## src/rv32_pkg.sv

```systemverilog
// Core widths, memory sizes, reset PC and the decode enums
package rv32_pkg;

    localparam int XLEN        = 32;
    localparam int REG_ADDR_W  = 5;
    localparam int NUM_REGS    = 32;
    localparam int DMEM_WORDS  = 64;
    localparam int DMEM_ADDR_W = 6;   // Word index, taken from address bits 7:2

    localparam logic [XLEN-1:0] RESET_PC = '0;

    // Major opcodes, instruction bits 6:0
    typedef enum logic [6:0] {
        OP_LUI    = 7'b0110111,
        OP_AUIPC  = 7'b0010111,
        OP_JAL    = 7'b1101111,
        OP_JALR   = 7'b1100111,
        OP_BRANCH = 7'b1100011,
        OP_LOAD   = 7'b0000011,
        OP_STORE  = 7'b0100011,
        OP_IMM    = 7'b0010011,
        OP_REG    = 7'b0110011
    } opcode_e;

    typedef enum logic [3:0] {
        ALU_ADD  = 4'd0,
        ALU_SUB  = 4'd1,
        ALU_SLL  = 4'd2,
        ALU_SLT  = 4'd3,
        ALU_SLTU = 4'd4,
        ALU_XOR  = 4'd5,
        ALU_SRL  = 4'd6,
        ALU_SRA  = 4'd7,
        ALU_OR   = 4'd8,
        ALU_AND  = 4'd9
    } alu_op_e;

    // Encoded as the branch funct3
    typedef enum logic [2:0] {
        BR_EQ  = 3'b000,
        BR_NE  = 3'b001,
        BR_LT  = 3'b100,
        BR_GE  = 3'b101,
        BR_LTU = 3'b110,
        BR_GEU = 3'b111
    } branch_cond_e;

    typedef enum logic [1:0] {
        NPC_SEQ    = 2'd0,
        NPC_BRANCH = 2'd1,
        NPC_JAL    = 2'd2,
        NPC_JALR   = 2'd3
    } next_pc_e;

    typedef enum logic [2:0] {
        WB_ALU    = 3'd0,
        WB_LOAD   = 3'd1,
        WB_PC4    = 3'd2,
        WB_IMM    = 3'd3,   // LUI
        WB_PC_IMM = 3'd4    // AUIPC
    } wb_sel_e;

endpackage

```

## src/rv32_control.sv

```systemverilog
// Instruction field extraction and main decoder
module rv32_control import rv32_pkg::*; (
    input  logic [XLEN-1:0]       instruction,
    output logic [REG_ADDR_W-1:0] rs1_addr,
    output logic [REG_ADDR_W-1:0] rs2_addr,
    output logic [REG_ADDR_W-1:0] rd_addr,
    output alu_op_e               alu_op,
    output logic                  use_imm,
    output branch_cond_e          branch_cond,
    output next_pc_e              next_pc_sel,
    output wb_sel_e               wb_sel,
    output logic                  reg_wen,
    output logic                  mem_wen
);

    opcode_e    opcode;
    logic [2:0] funct3;
    logic       alt_bit;
    alu_op_e    arith_op;

    assign opcode   = opcode_e'(instruction[6:0]);
    assign funct3   = instruction[14:12];
    assign alt_bit  = instruction[30];   // SUB and SRA/SRAI select
    assign rs1_addr = instruction[19:15];
    assign rs2_addr = instruction[24:20];
    assign rd_addr  = instruction[11:7];

    assign branch_cond = branch_cond_e'(funct3);

    // Shared by register and immediate ALU forms
    always_comb begin
        case (funct3)
            3'b000:  arith_op = (opcode == OP_REG && alt_bit) ? ALU_SUB : ALU_ADD;
            3'b001:  arith_op = ALU_SLL;
            3'b010:  arith_op = ALU_SLT;
            3'b011:  arith_op = ALU_SLTU;
            3'b100:  arith_op = ALU_XOR;
            3'b101:  arith_op = alt_bit ? ALU_SRA : ALU_SRL;
            3'b110:  arith_op = ALU_OR;
            default: arith_op = ALU_AND;
        endcase
    end

    always_comb begin
        alu_op      = ALU_ADD;
        use_imm     = 1'b0;
        next_pc_sel = NPC_SEQ;
        wb_sel      = WB_ALU;
        reg_wen     = 1'b0;
        mem_wen     = 1'b0;
        case (opcode)
            OP_REG: begin
                alu_op  = arith_op;
                reg_wen = 1'b1;
            end
            OP_IMM: begin
                alu_op  = arith_op;
                use_imm = 1'b1;
                reg_wen = 1'b1;
            end
            OP_LOAD: begin
                use_imm = 1'b1;          // Address is rs1 + imm
                wb_sel  = WB_LOAD;
                reg_wen = 1'b1;
            end
            OP_STORE: begin
                use_imm = 1'b1;
                mem_wen = 1'b1;
            end
            OP_BRANCH: begin
                next_pc_sel = NPC_BRANCH;
            end
            OP_JAL: begin
                next_pc_sel = NPC_JAL;
                wb_sel      = WB_PC4;
                reg_wen     = 1'b1;
            end
            OP_JALR: begin
                use_imm     = 1'b1;
                next_pc_sel = NPC_JALR;
                wb_sel      = WB_PC4;
                reg_wen     = 1'b1;
            end
            OP_LUI: begin
                wb_sel  = WB_IMM;
                reg_wen = 1'b1;
            end
            OP_AUIPC: begin
                wb_sel  = WB_PC_IMM;
                reg_wen = 1'b1;
            end
            default: ;                   // Unknown opcode is a no-op
        endcase
    end

endmodule

```

## config.mk

```make
export PLATFORM = sky130hd
export DESIGN_NAME = rv32_control
export DESIGN_NICKNAME = d
export VERILOG_FILES = /design/src/rv32_pkg.sv /design/src/rv32_control.sv
export SDC_FILE = /design/constraint.sdc
export NUM_CORES = 1
export LEC_CHECK = 0
export ABC_AREA = 1
export BUFFER_PORTS_ARGS = -buffer_cell sky130_fd_sc_hd__buf_2
export CAP_MARGIN = 30
export CORE_AREA = 2 2 39 41
export DETAILED_ROUTE_END_ITERATION = 16
export DIE_AREA = 0 0 41 43
export GPL_ROUTABILITY_DRIVEN = 0
export PLACE_DENSITY_LB_ADDON = 0.08
export SLEW_MARGIN = 20
export SYNTH_ARGS = -nofsm -noshare
export SYNTH_HDL_FRONTEND = slang
export SYNTH_SLANG_ARGS = --single-unit
```

## constraint.sdc

```tcl
create_clock -name vclk -period 1.2
set_input_delay 0.12 -clock vclk [all_inputs]
set_output_delay 0.12 -clock vclk [all_outputs]
set_load 0.03 [all_outputs]
```

* Word level (Yosys, flattened, before mapping)
Index checks and enable logic that the tools add are counted.
** Storage, ports and cells
- Register bits :: 0
- Word-level logic and storage cells :: 30
** Cells by class
- Eq/ne operators :: 15
- Mux-type cells :: 9
- Reduce and logical (&&, ||, !) cells :: 6
** Operator list (count)
- $pmux W4 S7 :: 1
- $eq A7 B6 Y1 const B :: 3
- $eq A7 B7 Y1 const B :: 3
- $eq A7 B5 Y1 const B :: 2
- $pmux W3 S4 :: 1
- $eq A3 B3 Y1 const B :: 3
- $eq A7 B2 Y1 const B :: 1
- $reduce_or A7 Y1 :: 1
- $eq A3 B2 Y1 const B :: 2
- $pmux W2 S3 :: 1
- $mux W1 :: 5
- $mux W4 :: 1
- $reduce_or A2 Y1 :: 2
- $reduce_or A4 Y1 :: 1
- $eq A3 B1 Y1 const B :: 1
- $logic_not A3 Y1 :: 1
- $logic_and A1 B1 Y1 :: 1

* Logic depth before layout (Yosys ltp)
Gate-level depths: netlist of run 1.
- Depth in word-level cells :: 5
- Mapped depth :: 7

* Worst setup path before layout of run 1
No wires, ideal clock.
- Path kind :: input-to-output
- Start point :: input port instruction[1]
- End point :: output port next_pc_sel[0]
- Data arrival time :: 1.196 ns
- Setup slack :: -0.116 ns
- Cell stages on the path :: 2
- Path buffers :: 0
- Path through :: nand2_2 nor4_1
** Between the ends
- Cells in the longest elaborated chain, start to end :: 2
- Elaborated cells between the ends (all ways) :: 4
** RTL lines
- from (decl) :: line rv32_control.sv:3 : input logic [XLEN-1:0] instruction,
- $eq A7 B7 Y1 :: line rv32_control.sv:51 : case (opcode)
- $pmux W2 S3 * :: line rv32_control.sv:51
- to (decl) :: line rv32_control.sv:10 : output next_pc_e next_pc_sel,
Every way passes the cells marked *; elsewhere a longest branch is shown, timed or not.

* Worst setup path in the final report of run 1
- Start point :: input port instruction[2]
- End point :: output port alu_op[0]
** Between the ends
- Cells in the longest elaborated chain, start to end :: 5
- Elaborated cells between the ends (all ways) :: 7
** RTL lines
- $eq A7 B6 Y1 :: line rv32_control.sv:33, rv32_control.sv:51
- $logic_and A1 B1 Y1 :: line rv32_control.sv:33 : 3'b000: arith_op = (opcode == OP_REG && alt_bit) ? ALU_SUB : ALU_ADD;
- $mux W1 :: line rv32_control.sv:33
- $pmux W4 S7 :: line rv32_control.sv:32 : case (funct3)
- $mux W4 * :: line rv32_control.sv:51
- to (decl) :: line rv32_control.sv:7 : output alu_op_e alu_op,
Marked as above.

==> flow_summary.json, run 1 <==
{
  "synth.top_cell.area_share": 0.356,
  "end_kind": "primary output",
  "cts_hold_buf": 0,
  "rows": 14,
  "grt_pass1_vias": 312,
  "grt_max_degree": 6,
  "finalSetupTns_ns": 0,
  "setup_ws_ns": 0.103,
  "grt_usage": 0.0839,
  "die_h_microns": 43,
  "min_period_ns": 1.10,
  "dp.cells": 89,
  "finalSetupViolations": 0,
  "worst-path-max-fanout": 5,
  "cell_internal_pwr_mw": 0.0350,
  "antenna_cells": 0,
  "status": "completed",
  "grt_pass1_wl_microns": 1150,
  "p_switching_mw": 0.0712,
  "vias": 404,
  "core_sq_mm": 0.00138,
  "drcViolationCount": 0,
  "overflow": 0,
  "irDropWorstVdd_v": 0.0000760,
  "worstPathCellList": "buf_2, inv_2, nand2_2, nor2_8, nand3_1, nand2_1, nand2_1, a21oi_2, buf_2",
  "fillers": 178,
  "final_nets": 107,
  "slew_headroom": 0.865,
  "rsz0062_at_grt": "false",
  "final_cells": 89,
  "die_w_microns": 41,
  "cts_setup_buffers": 0,
  "critical_path.slowest_cell": "buf_2",
  "power_leakage_nw": 0.264,
  "io_pins": 62,
  "p_seq_frac": 0,
  "p_clk_frac": 0,
  "hpwlAfterDp_microns": 705,
  "drt_iter0_drc": 0,
  "clockBufferCount": 0,
  "cp-endpoint": "alu_op[0]",
  "critical_path_class": "input port to primary output",
  "yosysSeqAreaShare": 0,
  "synth.area.top_cells": "buf_4, nand2_1, nor2_1, nor2_8, inv_1",
  "critPathRequiredTime_ns": 1.08,
  "port_buffers": 26,
  "first_pass_iters": 1,
  "hp-class": "input port to primary output",
  "max_cap_violations": 0,
  "routed_wl_microns": 797,
  "vias_per_cell": 4.54,
  "final_core_util": 0.293,
  "start_kind": "input port",
  "yosysTopAreaCell": "buf_4",
  "synth_cell_types": 17,
  "fmax_ghz": 0.912,
  "post_cts_resized": 0,
  "seq_cells": 0,
  "netlist_area_sq_um": 379,
  "slew_violations": 0,
  "drive_gt1_frac": 0.534,
  "die_area_sq_mm": 0.00176,
  "cp_slowest_stage_delay_ns": 0.20,
  "synth_warnings": 0,
  "holdWs_ns": 0.240,
  "initial_core_util": 0.274,
  "routedWlPerCell_microns": 8.96,
  "p_sw_frac": 0.671,
  "power.combinational.fraction": 1.000,
  "p_per_area_mw_per_mm2": 262,
  "crit_family": "simple AND/OR/NAND/NOR gates",
  "cp-startpoint": "instruction[2]",
  "detail-route-antenna-nets": 0,
  "seqCellArea_sq_um": 0,
  "cp.depth": 9,
  "post-route-period-util": 0.914,
  "synth.net_count": 97,
  "synth_area_per_cell_sq_um": 5.83,
  "antenna_found_initial": 0,
  "crit_buf_inv": 3,
  "pre_cts_slack_ns": 0.0553,
  "worstPathArrival_ns": 0.98,
  "synth_cells": 65,
  "area_growth_pct": 6.93,
  "hold_viol": 0,
  "tightestPinTransition_ns": 0.202
}
[kinds of logic after synthesis]
kind of cell,count (synthesis),synth area share
AO/OA/AOI/OAI,6,0.0891
buffers and inverters,26,0.436
AND/OR/NAND/NOR,33,0.475
[cell usage in the layout (no fill, tap or decap)]
master	n
nor2_1	7
a21oi_1	3
a21oi_2	1
nor4_2	1
nand2_2	4
nand4_1	2
o21ai_1	1
inv_2	3
buf_2	25
nor2_4	1
nor3b_2	1
nor3_2	1
nand2_1	13
inv_1	5
nand3_1	2
clkbuf_4	1
nor2_8	1
o21ai_0	1
[worst min path at each step]
stage | cells after the start | start | slack (ns) | to
floorplan | 1 | instruction[3] | 0.31 | next_pc_sel[0]
global placement | 0 | instruction[15] | 0.24 | rs1_addr[0]
detailed placement | 0 | instruction[15] | 0.24 | rs1_addr[0]
CTS | 0 | instruction[15] | 0.24 | rs1_addr[0]
global route | 0 | instruction[7] | 0.24 | rd_addr[0]
finish | 0 | instruction[22] | 0.24 | rs2_addr[2]
[cell type report]
cell class                      instances  area (sq um)  share of cell area
Inverter                                8          30.0              0.0741
Timing Repair Buffer                   26           133               0.327
Multi-Input combinational cell         39           223               0.549
Tap cell                               16          20.0              0.0494
[per-layer routing]
metal,vias up,GRT usage,share of wire
met4,0,0.00667,0.0050
met1,174,0.111,0.42
met3,2,0.00524,0.13
met2,25,0.147,0.45
met5,-,0,0
li1,203,-,-
[power groups by stage]
stage	logic [mW]	clock network, mW	registers (mW)
after floorplan	0.163	0	0
after global placement	0.108	0	0
after detailed placement	0.106	0	0
after CTS	0.107	0	0
after global routing	0.116	0	0
final	0.106	0	0
[cells in the mapped netlist (all sizes together)]
cell type and n:
o21ai 2, nor3b 1, nand4 2, buf 18, nand3 2, nand2 17
nor2 9, nor4 1, a21oi 4, nor3 1, inv 8
[stage by stage]
stage | total power [mW] | instance area (sq um)
final | 0.106 | 405
after global routing | 0.116 | 405
after CTS | 0.107 | 400
after detailed placement | 0.106 | 400
after global placement | 0.108 | 400
after floorplan | 0.163 | 385
No activity file was read; power rests on OpenSTA's default activity.
==> run 2: changes to the inputs <==
--- a/config.mk
+++ b/config.mk
@@ -8,9 +8,9 @@
 export ABC_AREA = 1
 export BUFFER_PORTS_ARGS = -buffer_cell sky130_fd_sc_hd__buf_2
 export CAP_MARGIN = 30
-export CORE_AREA = 2 2 39 41
+export CORE_AREA = 5 5 42 44
 export DETAILED_ROUTE_END_ITERATION = 16
-export DIE_AREA = 0 0 41 43
+export DIE_AREA = 0 0 47 49
 export GPL_ROUTABILITY_DRIVEN = 0
 export PLACE_DENSITY_LB_ADDON = 0.08
 export SLEW_MARGIN = 20
==> run 2 against run 1 <==
Effect of this change:
- final area up 2.2%
- setup slack better by 0.0086 ns
- utilization up 0.26 points
- routed wire length is 21% higher
- first-iteration DRC count grew 9
- fmax is 0.79% higher
- critical endpoint unchanged
- largest power group unchanged
==> flow_summary.json, run 2 (synthesis gave the netlist of run 1 again) <==
{
  "irDropWorstVdd_v": 0.0000804,
  "power_mw": 0.108,
  "detail-route-antenna-nets": 0,
  "cp_slowest_stage_delay_ns": 0.14,
  "grt_usage": 0.0758,
  "start_kind": "input port",
  "die_w_microns": 47,
  "final_nets": 107,
  "critical_path.slowest_cell": "a21oi_2",
  "rsz0062_at_grt": "false",
  "die_area_sq_mm": 0.00230,
  "crit_family": "simple AND/OR/NAND/NOR gates",
  "drt_iter0_drc": 9,
  "max_cap_violations": 0,
  "finalSetupViolations": 0,
  "hpwlAfterDp_microns": 868,
  "slew_violations": 0,
  "post-route-period-util": 0.907,
  "die_h_microns": 49,
  "setup_ws_ns": 0.112,
  "drive_gt1_frac": 0.548,
  "overflow": 0,
  "hp-class": "input port to primary output",
  "slew_headroom": 0.851,
  "holdWs_ns": 0.240,
  "clockBufferCount": 0,
  "core_sq_mm": 0.00140,
  "grt_max_degree": 6,
  "dpl-instance-area_sq_um": 400,
  "crit_top_cell": "nand2_1",
  "crit_buf_inv": 3,
  "critical_path_class": "input port to primary output",
  "layout_commonest_cell": "buf_2",
  "min_to": "rs1_addr[4]",
  "cp.depth": 9,
  "stdcell_area_sq_um": 414,
  "antenna_cells": 0,
  "seqCellArea_sq_um": 0,
  "cts_hold_buf": 0,
  "min_period_ns": 1.09,
  "initial_core_util": 0.271,
  "status": "completed",
  "worstPathArrival_ns": 0.97,
  "finalSetupTns_ns": 0,
  "layout_common_cells": "buf_2, nand2_1, nor2_1",
  "pre_cts_slack_ns": 0.0487,
  "port_buffers": 26,
  "worstPathCellList": "buf_2, inv_2, nand2_2, nor2_8, nand3_1, nand2_1, nand2_1, a21oi_2, buf_6",
  "routedWlPerCell_microns": 10.9,
  "tightestPinTransition_ns": 0.222,
  "seq_cells": 0,
  "routed_wl_microns": 967,
  "antenna_found_initial": 0,
  "vias_per_cell": 4.46,
  "power_leakage_nw": 0.265,
  "critPathRequiredTime_ns": 1.08,
  "area_growth_pct": 9.24,
  "end_kind": "primary output",
  "drcViolationCount": 0,
  "cts_setup_buffers": 0,
  "first_pass_iters": 2,
  "io_pins": 62,
  "hold_viol": 0,
  "vias": 397,
  "grt_pass1_wl_microns": 1440,
  "p_per_area_mw_per_mm2": 260,
  "worst-path-max-fanout": 5,
  "rows": 14,
  "grt_pass1_vias": 348,
  "min-delay-start": "instruction[19]",
  "hold_depth": 0,
  "fmax_ghz": 0.919
}
[run 2: what timing repair did]
item,4_1_cts,5_1_grt
endpoints found under the hold margin,0,0
gates resized for setup,0,6
endpoints found under the setup margin,0,3
[run 2: through the flow]
step           utilization  std cells
5_1_grt              0.296         89
3_3_place_gp         0.286         89
3_5_place_dp         0.286         89
4_1_cts              0.286         89
2_1_floorplan            -         65
6_report             0.296         89
[run 2: metal layers]
| metal | up-vias | track usage | share of wire |
|---|---|---|---|
| met5 | - | 0 | 0 |
| met4 | 0 | 0 | 0 |
| met3 | 0 | 0.0221 | 0.18 |
| met2 | 31 | 0.124 | 0.44 |
| met1 | 162 | 0.102 | 0.38 |
| li1 | 204 | - | - |
[run 2: worst max path at each step]
stage | endpoint | startpoint | slack, ns
2_1_floorplan | alu_op[1] | instruction[2] | 0.10
3_3_place_gp | alu_op[2] | instruction[2] | 0.05
3_5_place_dp | alu_op[2] | instruction[2] | 0.05
4_1_cts | alu_op[2] | instruction[2] | 0.05
5_1_grt | alu_op[0] | instruction[2] | 0.004
6_report | alu_op[0] | instruction[2] | 0.11
[run 2: where the power goes]
part	internal, mW	switching [mW]	total, mW
clock	0	0	0
sequential	0	0	0
combinational	0.0354	0.0723	0.108
total	0.0354	0.0723	0.108
[run 2: area by class of cell]
cell class	instances	area (sq um)
fill	174	987
inverter	8	30.0
multi-input combinational	39	225
tap	16	20.0
timing repair buffer	26	139
==> run 3: changes to the inputs <==
--- a/config.mk
+++ b/config.mk
@@ -6,11 +6,11 @@
 export NUM_CORES = 1
 export LEC_CHECK = 0
 export ABC_AREA = 1
-export BUFFER_PORTS_ARGS = -buffer_cell sky130_fd_sc_hd__buf_2
 export CAP_MARGIN = 30
 export CORE_AREA = 5 5 42 44
 export DETAILED_ROUTE_END_ITERATION = 16
 export DIE_AREA = 0 0 47 49
+export DONT_BUFFER_PORTS = 1
 export GPL_ROUTABILITY_DRIVEN = 0
 export PLACE_DENSITY_LB_ADDON = 0.08
 export SLEW_MARGIN = 20
==> run 3 against run 2 <==
Effect of this change:
- die area stayed put
- count of clock-buffer cells in the layout unchanged
- total power shrank 46%
- setup slack gained 0.11 ns
- hold slack is the same
- global-route usage is 0.77 points lower
- final cell count decreased by 21%
==> flow_summary.json, run 3 (synthesis gave the netlist of run 1 again) <==
{
  "status": "completed",
  "vias_per_cell": 4.66,
  "clockBufferCount": 0,
  "hpwlAfterDp_microns": 799,
  "rows": 14,
  "grt_usage": 0.0681,
  "die_w_microns": 47,
  "cts_setup_buffers": 0,
  "layout_common_cells": "nand2_1, nor2_1, buf_4",
  "drt_iter0_drc": 0,
  "power_leakage_nw": 0.181,
  "layout_commonest_cell": "nand2_1",
  "min_to": "rs1_addr[4]",
  "finalSetupTns_ns": 0,
  "critical_path_class": "input port to primary output",
  "worstPathArrival_ns": 0.86,
  "dpl-instance-area_sq_um": 323,
  "post_cts_resized": 0,
  "final_nets": 88,
  "finalSetupViolations": 0,
  "drive_gt1_frac": 0.352,
  "antenna_found_initial": 0,
  "fmax_ghz": 1.02,
  "min_period_ns": 0.982,
  "tightestPinTransition_ns": 0.396,
  "worst-path-max-fanout": 5,
  "slew_violations": 0,
  "start_kind": "input port",
  "core_sq_mm": 0.00140,
  "final_core_util": 0.230,
  "irDropWorstVdd_v": 0.0000672,
  "critPathRequiredTime_ns": 1.08,
  "dp.cells": 70,
  "drcViolationCount": 0,
  "hp-class": "input port to primary output",
  "hold_depth": 0,
  "stdcell_area_sq_um": 323,
  "routed_wl_microns": 859,
  "vias": 326,
  "cts_hold_buf": 0,
  "port_buffers": 0,
  "min-delay-start": "instruction[19]",
  "routedWlPerCell_microns": 12.3,
  "detail-route-antenna-nets": 0,
  "max_cap_violations": 0,
  "hold_viol": 0,
  "slew_headroom": 0.735,
  "p_per_area_mw_per_mm2": 179,
  "area_growth_pct": -14.9,
  "overflow": 0,
  "initial_core_util": 0.271,
  "io_pins": 62,
  "seqCellArea_sq_um": 0,
  "rsz0062_at_grt": "false",
  "seq_cells": 0,
  "die_h_microns": 49,
  "die_area_sq_mm": 0.00230,
  "antenna_cells": 0,
  "grt_max_degree": 6,
  "first_pass_iters": 1,
  "grt_pass1_wl_microns": 1290,
  "final_cells": 70,
  "end_kind": "primary output",
  "post-route-period-util": 0.818,
  "grt_pass1_vias": 320,
  "fillers": 187
}
==> run 3: area by class of cell <==
cell class                 count  area, sq um  area share
timing repair buffer           7         52.6       0.163
tap                           16         20.0      0.0620
inverter                       8         30.0      0.0930
multi-input combinational     39          220       0.682
==> run 3: worst max-delay path by stage <==
stage	from	to	cells past startpoint
after detailed placement	instruction[2]	alu_op[2]	6
after global routing	instruction[2]	alu_op[2]	6
after global placement	instruction[1]	alu_op[2]	5
after CTS	instruction[2]	alu_op[2]	6
after floorplan	instruction[2]	alu_op[1]	5
final	instruction[2]	alu_op[2]	6
==> run 3: critical path, stage by stage <==
cell	delay [ns]
inv_2	0.06
nand2_2	0.09
nor2_8	0.11
nand2_1	0.13
nor3b_2	0.18
buf_4	0.18
==> run 3: per-stage QoR <==
| stage | worst slack, ns | power [mW] | hold WS [ns] |
|---|---|---|---|
| global placement | 0.185 | 0.0598 | 0.240 |
| floorplan | 0.105 | 0.163 | 0.310 |
| detailed placement | 0.190 | 0.0587 | 0.240 |
| global route | 0.133 | 0.0650 | 0.240 |
| finish | 0.218 | 0.0578 | 0.240 |
| CTS | 0.190 | 0.0589 | 0.240 |
==> run 3: power by group <==
group,total (mW),internal [mW],switching [mW]
Combinational,0.0578,0.0183,0.0395
Sequential,0,0,0
Clock,0,0,0
Total,0.0578,0.0183,0.0395
==> run 3: metal layers <==
layer  GRT usage  wire length [microns]  vias up
met5           0                      0        -
met4           0                      0        0
met3      0.0369                    183        0
met2       0.111                    360       31
met1      0.0826                    315      129
li1            -                      -      166
